$ cat config.mk
export PLATFORM = sky130hd
export DESIGN_NAME = efi_running_sum
export DESIGN_NICKNAME = d
export VERILOG_FILES = /design/src/verilog/efi_pkg.sv /design/src/verilog/efi_running_sum.sv
export VERILOG_INCLUDE_DIRS = /design/src /design/src/verilog
export SDC_FILE = /design/constraint.sdc
export NUM_CORES = 1
export LEC_CHECK = 0
export ABC_AREA = 1
export BUFFER_PORTS_ARGS = -buffer_cell sky130_fd_sc_hd__clkbuf_2
export CORE_ASPECT_RATIO = 0.9
export CORE_UTILIZATION = 40
export DETAILED_ROUTE_END_ITERATION = 12
export PLACE_DENSITY = 0.7
export SKIP_CTS_REPAIR_TIMING = 1
export SLEW_MARGIN = 20
export SYNTH_ARGS = -nofsm -noshare
export SYNTH_HDL_FRONTEND = slang
export SYNTH_SLANG_ARGS = --single-unit
$ cat constraint.sdc
create_clock -name clock -period 4.2 [get_ports clock]
set_input_delay 0.42 -clock clock [delete_from_list [all_inputs] [get_ports clock]]
set_output_delay 0.42 -clock clock [all_outputs]
set_load 0.01 [all_outputs]
$ cat src/verilog/efi_defines.svh
// Widths shared by the EFI path. The bank and channel widths together must equal
// the register address width, since bank offsets are formed by concatenation.

`ifndef EFI_DEFINES_SVH
`define EFI_DEFINES_SVH

// Register and stream data width, one word
`define EFI_DATA_WIDTH 20

// 256 registers in the whole register file
`define EFI_REG_ADDR_WIDTH 8

// 16 registers per channel bank
`define EFI_BANK_ADDR_WIDTH 4

// 16 channel banks
`define EFI_CHANNEL_WIDTH 4

// Stream length and beat index, so at most 15 beats per run
`define EFI_LENGTH_WIDTH 4

`endif
$ cat src/verilog/efi_pkg.sv
// Stream and register write types for the EFI path.
// Streams carry no ready signal, so a receiver must accept every valid beat.

`include "efi_defines.svh"

package efi_pkg;

    // One beat of an argument or result stream
    typedef struct packed {
        logic                          valid;
        logic                          last;
        // Beat index within the stream
        logic [`EFI_LENGTH_WIDTH-1:0]  dest;
        logic [`EFI_DATA_WIDTH-1:0]    data;
    } efi_beat_t;

    // One register file write
    typedef struct packed {
        logic                           enable;
        logic [`EFI_REG_ADDR_WIDTH-1:0] address;
        logic [`EFI_DATA_WIDTH-1:0]     data;
    } reg_write_t;

endpackage

$ cat src/verilog/efi_running_sum.sv
// EFI unit returning the running sum of its argument stream, wrapping at the data width.
// Answers each argument beat exactly one cycle later and cannot stall.

`timescale 1ns/1ps
`include "efi_defines.svh"

module efi_running_sum (
    input  logic               clock,
    input  logic               arst_n,
    input  efi_pkg::efi_beat_t arguments,
    output efi_pkg::efi_beat_t results
);

    logic                       first_beat;
    logic [`EFI_DATA_WIDTH-1:0] sum_next;

    // The result register doubles as the accumulator of the current stream
    assign sum_next = first_beat ? arguments.data : results.data + arguments.data;

    always_ff @(posedge clock or negedge arst_n) begin
        if (!arst_n) begin
            results    <= '0;
            first_beat <= 1'b1;
        end else begin
            results.valid <= arguments.valid;
            if (arguments.valid) begin
                results.data <= sum_next;
                results.dest <= arguments.dest;
                results.last <= arguments.last;
                // A new stream starts after the last beat
                first_beat   <= arguments.last;
            end
        end
    end

    // Within a stream the beat index steps by one, checked against the previous beat
    a_dest_increments: assert property (@(posedge clock) disable iff (!arst_n)
        arguments.valid && !first_beat |-> arguments.dest == results.dest + 1'b1);

endmodule

# Word level (Yosys, flattened, before mapping)
# Index checks and enable logic that the tools add are counted.
# totals
reg_bits	27
out_inout_bits	26
# classes
add_sub_neg	1
mux	1
# ops
operator	n
adder 20 bit	1
2-to-1 mux 20 bit	1

# Depth between registers and ports, before layout
# logic_depth
word_depth	2
ltp_mapped	14
depth_no_buf	14

# Least setup slack after synthesis
# Ideal clock, no wire load.
# synth_timing
path_type	reg-to-reg
from	register results[0] (netlist bit)
to	register results[12] (netlist bit)
setup_ns	0.116
arrival_time_ns	1.694
slack_ns	2.390
stages_incl_launch_ff	14
n_path_buf	0
path_cell_list	dfrtp_1 > ha_1 > inv_1 > fa_1 > inv_1 > nand3_1 > nand3_1 > nand2_1 > nand2_1 > nand2_1 > nand3_1 > nand3_1 > nand2_1 > nand2_1
# synth_between
elab_chain_cells	2
# synth_lines
item	line	source
from (decl)	efi_running_sum.sv:11	output efi_pkg::efi_beat_t results
adder 20 bit	efi_running_sum.sv:18	assign sum_next = first_beat ? arguments.data : results.data + arguments.data;
2-to-1 mux 20 bit	efi_running_sum.sv:18	
# No other way between the ends.
# A chain may end at the register's enable or synchronous reset.

# Worst setup path after layout
# Ends and elaborated chain as after synthesis.

==> summary.md <==
| Metric | Value |
|---|---|
| Total Wirelength | `5.74 mm` |
| Initial antenna violation count | `0` |
| FF-to-FF setup slack | `2150 ps` |
| Final setup skew | `2.18 ps` |
| Final instance area | `0.00274 mm²` |
| Area grow syn2layout | `15.1%` |
| GR Util met2 | `31.7%` |
| Post-DP HPWL | `4.47 mm` |
| Netlist cell types | `26` |
| Pleak | `1.57 nW` |
| Drc violations | `0` |
| Final Max Slew Viols | `0` |
| Async SR Flop Fraction | `100%` |
| Most common cell in the netlist | `nand2_1` |
| Slew @ Worst Pin | `981 ps` |
| Net load switching power | `0.633 mW` |
| Root Driver | `clkbuf_8` |
| Initial DRC Count | `117` |
| Max-cap viol count | `0` |
| Pre-antenna DRT Iters | `4` |
| Top cells by area in the synthesized netlist | `dfrtp_1 27%, nand2_1 22%, ha_1 10%` |
| Initial Util | `41.6%` |
| First-pass GRT wire length | `9.91 mm` |
| # H-tree levels | `1` |
| Fin. Hold Viols | `0` |
| Min Hold Slack | `159 ps` |
| Syn_nets | `425` |
| DR vias | `2,458` |
| Critical path launch point type | `flop` |
| Post-synth top area cell | `dfrtp_1` |
| Max Fanout on Critical Path | `5` |
| EDFF count, synth | `0` |
| Synth top area share | `27.3%` |
| Per-cell routed wire length | `11.6 µm` |
| Std cell rows | `26` |
| Setup_tns | `0 ps` |
| Synthesis warning total | `0` |
| DP Area | `0.00269 mm²` |
| DRT antenna net count | `0` |
| Mapped Cells | `377` |
| Syn_area_per_cell | `6.32 µm²` |
| Bufs on Longest Clock Path | `2` |
| Max rail drop VDD | `197 µV` |
| PwrDens | `481 mW/mm²` |
| Area of the core | `0.00573 mm²` |
| Post-Syn Area | `0.00238 mm²` |
| Post-layout nets | `475` |
| GR peak layer | `met2` |
| Vias in the first global route | `2,219` |
| Die H | `75.2 µm` |
| CTS tree | `done` |
| Status | `completed` |
| Top FF cell, synth | `dfrtp_1` |
| Crit end category | `flop` |
| Layout Cells excl Fill | `496` |
| RSZ-0062 raised after global routing | `no` |
| GPL Wtd Cong | `0.936` |
| Sw Share | `48.0%` |
| Global routing met1 resource utilization | `27.7%` |
| Worst-Skew Late Latency | `290 ps` |
| Internal | `0.686 mW` |
| Die area | `0.00627 mm²` |
| Sequential share of power | `28.2%` |
| Comb pwr share | `59.0%` |
| Commonest cells post-synth | `137 x nand2_1, 45 x nor2_1, 37 x inv_1` |
| #FFs+latches synth | `27` |
| # diodes | `0` |
| Total grt overflow | `0` |
| Post-route minimum period | `2050 ps` |
| Final setup violation count | `0` |
| Die X | `83.3 µm` |
| Share of cells above drive strength 1 | `17.8%` |
| Drt via density | `4.96` |
| Clock Power Share | `12.8%` |
| WS Path Type | `reg2reg` |
| Relative slew slack | `34.2%` |
| Total GRT Usage | `19.3%` |
| Met3 usage | `1.97%` |
| Port Buffers | `53` |
| Fill cells | `609` |
| Worst path required time | `4380 ps` |
| Register area share after synthesis | `28.4%` |
| Cells after DPL | `492` |
| Fmax | `0.489 GHz` |
| Final Total Pwr | `1.32 mW` |
| Reg clk slew, reported paths | `110 ps` |
| Crit path DAT | `2230 ps` |
| Clock sink total | `27` |
| Top Ports | `54` |
| Min-delay worst type | `in2async` |
| Cts bufs inserted | `3` |
| Tcrit/Tclk final | `48.7%` |
| Largest net degree at the start of global routing | `37` |
==> critical path, cell delays in order, from the launching register on <==
cell	delay, ps
dfrtp_1	390
ha_1	200
inv_1	60
fa_1	360
inv_1	130
nand3_1	80
nand3_1	120
nand2_1	80
nand2_1	130
nand2_1	90
nand3_1	70
nand3_1	80
nand2_1	90
nand2_1	50
==> routing by layer <==
| metal | share of wire [%] | vias up |
|---|---|---|
| li1 | - | 1292 |
| met2 | 43 | 51 |
| met5 | 0 | - |
| met3 | 3.9 | 7 |
| met4 | 1.3 | 0 |
| met1 | 52 | 1108 |
==> state kept, by name (all words and copies together) (netlist names) <==
| signal | flops |
|---|---|
| results | 26 |
| first_beat | 1 |
==> cell families (layout without fill, tap and decap cells) <==
logic type / count (synthesis) / in the layout / share of synthesized area, %
compound gates: 40 / 40 / 8.82
xor+xnor: 8 / 8 / 2.94
fa+ha+maj: 20 / 20 / 10.8
buf+inv: 51 / 100 / 8.61
flops: 27 / 27 / 28.4
simple gates: 231 / 231 / 40.4
==> power by group through the flow <==
| stage | Clock (mW) | Combinational, mW | Sequential [mW] |
|---|---|---|---|
| after floorplan | 0 | 0.551 | 0.397 |
| after global placement | 0 | 0.765 | 0.377 |
| after detailed placement | 0 | 0.774 | 0.378 |
| after CTS | 0.175 | 0.780 | 0.373 |
| after global routing | 0.182 | 0.896 | 0.383 |
| final | 0.168 | 0.779 | 0.373 |
==> area by class of cell <==
type / instances / area, µm² / share of cell area, %
multi-input combinational: 299 / 1500 / 54.7
sequential: 27 / 677 / 24.7
timing repair buffer: 53 / 265 / 9.68
inverter: 43 / 161 / 5.89
tap: 70 / 87.6 / 3.19
clock buffer: 3 / 41.3 / 1.51
clock inverter: 1 / 8.76 / 0.319
==> final timing paths <==
path / cells past startpoint / startpoint / endpoint
setup / recovery: 13 / results[0] / results[12]
hold / removal: 1 / arst_n / results[17]
setup reg to reg: 13 / results[0] / results[12]
hold reg to reg: 2 / results[23] / results[23]
max in group asynchronous: 1 / arst_n / results[12]
min in group clock: 3 / arguments[23] / results[23]
==> cells in the final DEF, fill, tap and decap left out <==
cell type  count
xor2_1         5
inv_1         37
xnor2_1        3
fa_1           1
nor3_2         1
inv_6          1
clkbuf_8       3
nand4_1        2
ha_1          19
dfstp_2        1
clkinv_1       1
nand3_1       31
o21ai_0       13
nand2_2        6
o21bai_1       2
nand2_1      137
a21oi_1       22
nand3_2        2
clkbuf_2      53
and2_1         3
nor2_1        45
dfrtp_1       26
nor2_2         4
o21ai_1        1
inv_2          5
o211ai_1       2
==> metrics by stage <==
stage	setup WS, ps	utilization [%]
2_1_floorplan	2390	-
3_3_place_gp	2010	47.0
3_5_place_dp	1910	47.0
4_1_cts	2150	47.9
5_1_grt	1970	47.9
6_report	2150	47.9
(Power assumes the default switching activity.)
