`config.mk`:
```
export PLATFORM = sky130hd
export DESIGN_NAME = efi_memory_handler
export DESIGN_NICKNAME = d
export VERILOG_FILES = /design/src/verilog/efi_pkg.sv /design/src/verilog/efi_memory_handler.sv
export VERILOG_INCLUDE_DIRS = /design/src /design/src/verilog
export SDC_FILE = /design/constraint.sdc
export NUM_CORES = 1
export LEC_CHECK = 0
export ABC_AREA = 1
export CAP_MARGIN = 25
export CORE_UTILIZATION = 40
export DETAILED_ROUTE_END_ITERATION = 10
export DONT_BUFFER_PORTS = 1
export HOLD_SLACK_MARGIN = 0.08
export PLACE_DENSITY = 0.63
export SLEW_MARGIN = 5
export SYNTH_ARGS = -nofsm -noshare
export SYNTH_HDL_FRONTEND = slang
export SYNTH_SLANG_ARGS = --single-unit
```
`constraint.sdc`:
```
create_clock -name clock -period 2.9 [get_ports clock]
set_input_delay 0.145 -clock clock [delete_from_list [all_inputs] [get_ports clock]]
set_output_delay 0.145 -clock clock [all_outputs]
set_load 0.005 [all_outputs]
```
`src/verilog/efi_defines.svh`:
```
// Widths shared by the EFI path. The bank and channel widths together must equal
// the register address width, since bank offsets are formed by concatenation.

`ifndef EFI_DEFINES_SVH
`define EFI_DEFINES_SVH

// Register and stream data width, one word
`define EFI_DATA_WIDTH 20

// 256 registers in the whole register file
`define EFI_REG_ADDR_WIDTH 8

// 16 registers per channel bank
`define EFI_BANK_ADDR_WIDTH 4

// 16 channel banks
`define EFI_CHANNEL_WIDTH 4

// Stream length and beat index, so at most 15 beats per run
`define EFI_LENGTH_WIDTH 4

`endif
```
`src/verilog/efi_pkg.sv`:
```
// Stream and register write types for the EFI path.
// Streams carry no ready signal, so a receiver must accept every valid beat.

`include "efi_defines.svh"

package efi_pkg;

    // One beat of an argument or result stream
    typedef struct packed {
        logic                          valid;
        logic                          last;
        // Beat index within the stream
        logic [`EFI_LENGTH_WIDTH-1:0]  dest;
        logic [`EFI_DATA_WIDTH-1:0]    data;
    } efi_beat_t;

    // One register file write
    typedef struct packed {
        logic                           enable;
        logic [`EFI_REG_ADDR_WIDTH-1:0] address;
        logic [`EFI_DATA_WIDTH-1:0]     data;
    } reg_write_t;

endpackage

```
`src/verilog/efi_memory_handler.sv`:
```
// Streams a run of argument registers to the EFI unit and writes the results back.
// Length must be nonzero. Addresses wrap within the whole register file, so a
// base near the end of a bank spills into the next bank.

`timescale 1ns/1ps
`include "efi_defines.svh"

module efi_memory_handler (
    input  logic                            clock,
    input  logic                            arst_n,
    input  logic                            start,
    input  logic [`EFI_CHANNEL_WIDTH-1:0]   channel,
    input  logic [`EFI_REG_ADDR_WIDTH-1:0]  arguments_base,
    input  logic [`EFI_REG_ADDR_WIDTH-1:0]  return_base,
    input  logic [`EFI_LENGTH_WIDTH-1:0]    length,
    output logic [`EFI_REG_ADDR_WIDTH-1:0]  mem_address,
    input  logic [`EFI_DATA_WIDTH-1:0]      mem_read_data,
    output efi_pkg::efi_beat_t              efi_arguments,
    input  efi_pkg::efi_beat_t              efi_results,
    output efi_pkg::reg_write_t             writeback,
    output logic                            busy
);

    localparam int ADDR_W = `EFI_REG_ADDR_WIDTH;

    typedef enum logic [1:0] {
        ST_IDLE,
        ST_SEND,
        ST_WAIT
    } state_t;

    state_t                          state;
    logic                            start_q;
    logic [`EFI_CHANNEL_WIDTH-1:0]   channel_q;
    logic [`EFI_REG_ADDR_WIDTH-1:0]  arguments_base_q;
    logic [`EFI_REG_ADDR_WIDTH-1:0]  return_base_q;
    logic [`EFI_LENGTH_WIDTH-1:0]    length_q;
    logic [`EFI_LENGTH_WIDTH-1:0]    index;
    logic [`EFI_REG_ADDR_WIDTH-1:0]  bank_offset;

    // Channel times the bank size
    assign bank_offset = {channel_q, {`EFI_BANK_ADDR_WIDTH{1'b0}}};

    // The register for the current beat index is read combinationally
    assign mem_address = arguments_base_q + ADDR_W'(index) + bank_offset;

    // Run parameters are taken when a start is accepted
    always_ff @(posedge clock) begin
        if (start && !busy) begin
            channel_q        <= channel;
            arguments_base_q <= arguments_base;
            return_base_q    <= return_base;
            length_q         <= length;
        end
    end

    always_ff @(posedge clock or negedge arst_n) begin
        if (!arst_n) begin
            state         <= ST_IDLE;
            start_q       <= 1'b0;
            busy          <= 1'b0;
            index         <= '0;
            efi_arguments <= '0;
        end else begin
            start_q             <= start && !busy;
            efi_arguments.valid <= 1'b0;
            efi_arguments.last  <= 1'b0;
            case (state)
                ST_IDLE: begin
                    index <= '0;
                    if (start_q && !busy) begin
                        state <= ST_SEND;
                        busy  <= 1'b1;
                    end else if (busy) begin
                        // Last writeback is in flight this cycle
                        busy <= 1'b0;
                    end
                end
                ST_SEND: begin
                    efi_arguments.valid <= 1'b1;
                    efi_arguments.dest  <= index;
                    efi_arguments.data  <= mem_read_data;
                    if (index == length_q - 1'b1) begin
                        efi_arguments.last <= 1'b1;
                        state              <= ST_WAIT;
                    end else begin
                        index <= index + 1'b1;
                    end
                end
                ST_WAIT: begin
                    if (efi_results.valid && efi_results.last) begin
                        state <= ST_IDLE;
                    end
                end
                default: state <= ST_IDLE;
            endcase
        end
    end

    // Results may already arrive while arguments are still being sent
    always_ff @(posedge clock or negedge arst_n) begin
        if (!arst_n) begin
            writeback <= '0;
        end else begin
            writeback.enable <= efi_results.valid;
            if (efi_results.valid) begin
                writeback.address <= return_base_q + ADDR_W'(efi_results.dest) + bank_offset;
                writeback.data    <= efi_results.data;
            end
        end
    end

    a_length_nonzero: assert property (@(posedge clock) disable iff (!arst_n)
        start && !busy |-> length != '0);

    a_no_result_when_idle: assert property (@(posedge clock) disable iff (!arst_n)
        efi_results.valid |-> state != ST_IDLE);

    // Argument beats only go out during a run and never past its length
    a_arguments_in_run: assert property (@(posedge clock) disable iff (!arst_n)
        efi_arguments.valid |-> busy && efi_arguments.dest < length_q);

endmodule

```
== After elaboration in Yosys (flattened, before gate mapping) ==
Cells that the tools add are included.

* Equality and inequality tests: 7
* Muxes and demuxes: 9
* Magnitude comparators: 0
* Reduce and logical (&&, ||, !) cells: 8
* Divide/modulo/power cells: 0
* Shift-type cells: 0
* Add/subtract/negate cells: 6
* Bitwise logic cells: 0
* Multipliers: 0

{| class="wikitable"
|+ Operators by type and width
! kind !! number
|-
| 2-to-1 mux 26 bit || 1
|-
| adder 8 x 4 -> 8 bit || 2
|-
| adder 8 bit || 2
|-
| != test 2 bit, second input constant || 4
|-
| one-hot mux 4 bit (2 select lines) || 1
|-
| 2-to-1 mux 2 bit || 3
|-
| one-hot mux 2 bit (3 select lines) || 1
|-
| adder 4 x 1 -> 4 bit, second input constant || 1
|-
| equality test 4 bit || 1
|-
| 2-to-1 mux 4 bit || 1
|-
| subtractor 4 x 1 -> 4 bit, second input constant || 1
|-
| logical AND 1 bit || 3
|-
| AND reduction 3 bit || 1
|-
| equality test 2 x 1 -> 1 bit, second input constant || 1
|-
| equality test 2 bit, second input constant || 1
|-
| zero test 2 bit || 1
|-
| 2-to-1 mux 1 bit || 2
|-
| AND reduction 2 bit || 1
|-
| nonzero test 2 bit || 1
|-
| zero test 1 bit || 1
|}

* Memory bits (read-only): 0
* Bits in writable memories: 0
* Bits in registers: 87
* Bits in latches: 0
* Input bits: 73
* Memories: 0
* Word-level logic and storage cells: 45

== Longest topological paths before layout ==
* Word-level depth: 4
* Depth in mapped cells: 12
* Mapped depth without buffers: 12

== Worst setup path before layout ==
Ideal clock, no wire load.

* Path kind: reg-to-reg
* From: register busy
* To: register arguments_base_q[0] (enable)
* Data required time: 2494 ps
* Stages on the path, launching flop included: 2
* Clock period less this slack: 1870 ps
* Path slack: 1030 ps
* Arrival time: 1464 ps
* Cells stage by stage: dfrtp_1 > nor2_1

* Cells in the longest elaborated chain, start to end: 2

{| class="wikitable"
|+ RTL lines
! what !! line !! RTL
|-
| start, declared || efi_memory_handler.sv:21 || <nowiki>output logic busy</nowiki>
|-
| start signal, assigned || efi_memory_handler.sv:61 || <nowiki>busy <= 1'b0;</nowiki>
|-
| start signal, assigned || efi_memory_handler.sv:73 || <nowiki>busy <= 1'b1;</nowiki>
|-
| start signal, assigned || efi_memory_handler.sv:76 || <nowiki>busy <= 1'b0;</nowiki>
|-
| zero test 1 bit || efi_memory_handler.sv:49 || <nowiki>if (start && !busy) begin</nowiki>
|-
| logical AND 1 bit || efi_memory_handler.sv:49 ||
|-
| end signal, assigned || efi_memory_handler.sv:51 || <nowiki>arguments_base_q <= arguments_base;</nowiki>
|-
| end, declared || efi_memory_handler.sv:35 || <nowiki>logic [`EFI_REG_ADDR_WIDTH-1:0] arguments_base_q;</nowiki>
|}

No other way between the ends.
A chain may end at the register's enable or synchronous reset.

== Worst setup path in the final report ==
* From: register index[2]
* To: output port mem_address[5]

* Cells in the longest elaborated chain, start to end: 2

{| class="wikitable"
|+ RTL lines
! what !! line !! RTL
|-
| start, declared || efi_memory_handler.sv:38 || <nowiki>logic [`EFI_LENGTH_WIDTH-1:0] index;</nowiki>
|-
| start signal, assigned || efi_memory_handler.sv:87 || <nowiki>index <= index + 1'b1;</nowiki>
|-
| adder 8 x 4 -> 8 bit || efi_memory_handler.sv:45 || <nowiki>assign mem_address = arguments_base_q + ADDR_W'(index) + bank_offset;</nowiki>
|-
| adder 8 bit || efi_memory_handler.sv:45 ||
|-
| end, declared || efi_memory_handler.sv:16 || <nowiki>output logic [`EFI_REG_ADDR_WIDTH-1:0] mem_address,</nowiki>
|}

No other way between the ends.

==> run_results.csv <==
group,metric,value,unit
status,status,"complete, no violations",
clock_network,cts.clk_slew.worst_paths,0.08,ns
timing,hold_viol_final,0,
worst_setup_path,path_max_fanout,6,
synth,synth_fp_nets,495,
timing,skew,0.01303,ns
route,top_layer,"met4",
pwr,p_sw_share,36.08,%
route,ant_nets,0,
synth,ys_seq_area_share,59.88,%
clock_network,numCtsBuffers,9,
timing,report.final.setup_viol,0,
timing,period_share,69.46,%
pwr,leakage,2.405,nW
floorplan,die_y,99.93,um
route,routed_wl,8.733,mm
cells_and_area,areaGrowthSynthToFinish,27.17,%
timing,slew_headroom,38.86,%
clock_network,worstSkewPairLatency,0.35,ns
grt,grt_usage,17.54,%
synth,synth_xor_area_share,3.196,%
synth,async_flop_share,72.41,%
pwr,p_int,2.404,mW
pwr,power.total,3.761,mW
route,dr_wl_met2,4.328,mm
placed_design,gp_congestion,0.8299,
timing,finalWorstPathRequiredPeriod,2.014,ns
synth,avgSynthCellArea,9.495,um2
cells_and_area,utilization,52.55,%
synth,synth_top_family_by_area,"simple AND/OR/NAND/NOR gates",
synth,netlist_instances,404,
worst_setup_path,crit_type,"reg -> out",
timing,setup_ws,0.8855,ns
cells_and_area,layout-drive-gt1-share,4.990,%
synth,ys_seq_elements,87,
worst_setup_path,cp-start-kind,"flop",
clock_network,htree_levels,3,
synth,ys.flop_type,"dfrtp_1",
floorplan,fp-row-count,35,
floorplan,initial_core_util,41.32,%
worst_setup_path,crit_top_cell,"nand2_1",
grt,grt_max_degree,64,
pwr,pwr-share-clk,23.0,%
synth,synth_compound_gate_area_share,2.838,%
worst_setup_path,cp_data_arrival_time,1.87,ns
cells_and_area,fin_nets,567,
route,post-route-drc-count,0,
clock_network,cts_tree,"yes",
route,num_vias,2912,
worst_setup_path,cp_slowest_stage_delay,0.45,ns
worst_hold_path,hold_path.class,"in -> reg",
synth,synth_edf_count,24,
pwr,switching_power,1.357,mW
route,wl_met3,742,um
route,routedWlPerCell,14.32,um
placed_design,dp_worst_setup_slack,1.259,ns
clock_network,cts_setup_buffers,0,
pwr,comb_power_share,27.7,%
pwr,powerDensity,771.0,mW/mm2
worst_setup_path,worstPathCellList,"ha_1 -> nand3_1 -> nand3_1 -> nand2_1 -> nand2_1 -> nand2_1 -> nand2_1 -> xor2_1",
job,maxCapViolCount,0,
synth,synthesis.area,0.003836,mm2
timing,fmax,496.4,MHz
clock_network,clkSinkCount,87,
synth,synthMuxAreaShare,0,%
synth,synth-simple-area-share,23.58,%
timing,final.setup.tns,0,ns
grt,overflow,0,
pwr,peakVddDrop,407.6,uV
worst_setup_path,crit_family,"simple AND/OR/NAND/NOR gates",
route,met1_length,3.550,mm
cells_and_area,fin_cells,610,
worst_setup_path,critPathCaptureType,"primary output",
synth,yosys_warnings,0,
worst_setup_path,worst-path-buf-inv,0,
clock_network,clockBufferDepth,2,
grt,antenna_found_initial,0,
pwr,pwr-share-seq,49.4,%
placed_design,dp.cells,524,
floorplan,die_area,0.009986,mm2
floorplan,core,0.009284,mm2
clock_network,cts_hold_buffers,69,
route,vias_per_cell,4.774,
timing,slew_viol_final,0,
clock_network,cts-root-buf,"clkbuf_8",
timing,rsz0062_at_grt,"no",
floorplan,die_w,99.93,um
cells_and_area,antenna_cells,0,
synth,synth_cell_types,23,
grt,grt_pass1_wl,13.38,mm
worst_setup_path,cpMaxStageDelayCell,"dfrtp_1",
floorplan,io_pins,137,
synth,synthAdderAreaFrac,6.262,%
route,drtIter0Drc,58,
grt,grt_pass1_vias,2833,
route,first_pass_iters,4,
placed_design,hpwl,5.516,mm
clock_network,post_cts_resized,0,
timing,worst_slew_pin_slew,0.9161,ns
worst_setup_path,required,2.76,ns
placed_design,port-buffer-count,0,
[area by class of cell]
type                            instances  area [um2]
Inverter                               27       101.3
Fill cell                             845        4405
Sequential cell                        87        2297
Clock inverter                          6       67.56
Multi-Input combinational cell        279        1379
Tap cell                              129       161.4
Timing Repair Buffer                   72       734.5
Clock buffer                           10       137.6
[power by group through the flow]
stage / clock network [mW] / registers [mW] / logic, mW
after detailed placement: 0 / 1.88 / 0.939
after global routing: 0.947 / 1.90 / 1.20
after global placement: 0 / 1.88 / 0.909
after CTS: 0.899 / 1.86 / 1.05
after floorplan: 0 / 1.80 / 0.778
final: 0.863 / 1.86 / 1.04
[cells in the mapped netlist, drive strengths merged, types with 3 or more instances]
cell | number | area (um2)
nand3 | 19 | 95.09
a31oi | 3 | 18.77
inv | 27 | 101.4
a21oi | 5 | 25.02
nand2 | 193 | 724.4
clkbuf | 5 | 18.77
xor2 | 10 | 87.58
nand4 | 7 | 43.79
xnor2 | 4 | 35.03
nor2 | 7 | 33.78
ha | 16 | 200.2
dfrtp | 63 | 1577
edfxtp | 24 | 720.7
o21ai | 10 | 50.04
buf | 6 | 42.54
[state kept, by name, summed over array words and instances, names as in the netlist, 2 cells and up]
name and count:
arguments_base_q 8, channel_q 4, index 4, return_base_q 8, length_q 4, writeback 29
state 2, efi_arguments 26
[cell usage in the layout (no fill, tap or decap), types with 5 or more instances in the layout]
master / Yosys / layout
nand3_1: 19 / 19
edfxtp_1: 24 / 24
dlygate4sd3_1: 0 / 68
inv_1: 25 / 25
xor2_1: 10 / 10
a21oi_1: 5 / 5
dfrtp_1: 63 / 63
clkbuf_8: 0 / 10
nor2_1: 6 / 5
nand2_1: 193 / 193
ha_1: 16 / 16
o21ai_0: 9 / 9
nand4_1: 7 / 7
[tightest hold or removal path, stage by stage]
cell and delay, ns:
fa_1 0.16, nand2_1 0.05, nand2_1 0.05
[logic make-up (layout without fill, tap and decap cells)]
group	Yosys count	in the layout
AND/OR/NAND/NOR	227	227
flip-flops	87	87
buffers and inverters	38	115
AO/OA/AOI/OAI	20	20
adder cells (fa/ha/maj)	18	18
XOR/XNOR	14	14
[layer usage]
| layer | vias up | track usage (%) |
|---|---|---|
| met4 | 0 | 6.448 |
| li1 | 1428 | - |
| met2 | 106 | 30.08 |
| met5 | - | 0 |
| met1 | 1370 | 19.81 |
| met3 | 8 | 6.825 |
[per-stage QoR]
stage	hold slack [ns]	cell area, um2
6_report	0.1050	4878
5_1_grt	0.1005	4878
4_1_cts	0.09032	4867
3_5_place_dp	-0.1494	3954
3_3_place_gp	-0.1494	3954
2_1_floorplan	-0.1506	3836
[worst paths after layout]
path / start / to / slack (ns) / cells past startpoint
worst max-delay path: index[2]$_DFFE_PN0P_ / mem_address[5] / 0.89 / 8
worst min-delay path: efi_results[21] / writeback[21]$_DFFE_PN0P_ / 0.11 / 3
worst max register to register: channel_q[0]$_DFFE_PP_ / writeback[27]$_DFFE_PN0P_ / 1.28 / 6
worst min register to register: writeback[13]$_DFFE_PN0P_ / writeback[13]$_DFFE_PN0P_ / 0.51 / 2
max in group asynchronous: arst_n / writeback[27]$_DFFE_PN0P_ / 2.31 / 2
min in group asynchronous: arst_n / efi_arguments[5]$_DFFE_PN0P_ / 0.32 / 2
(Power assumes the default switching activity.)
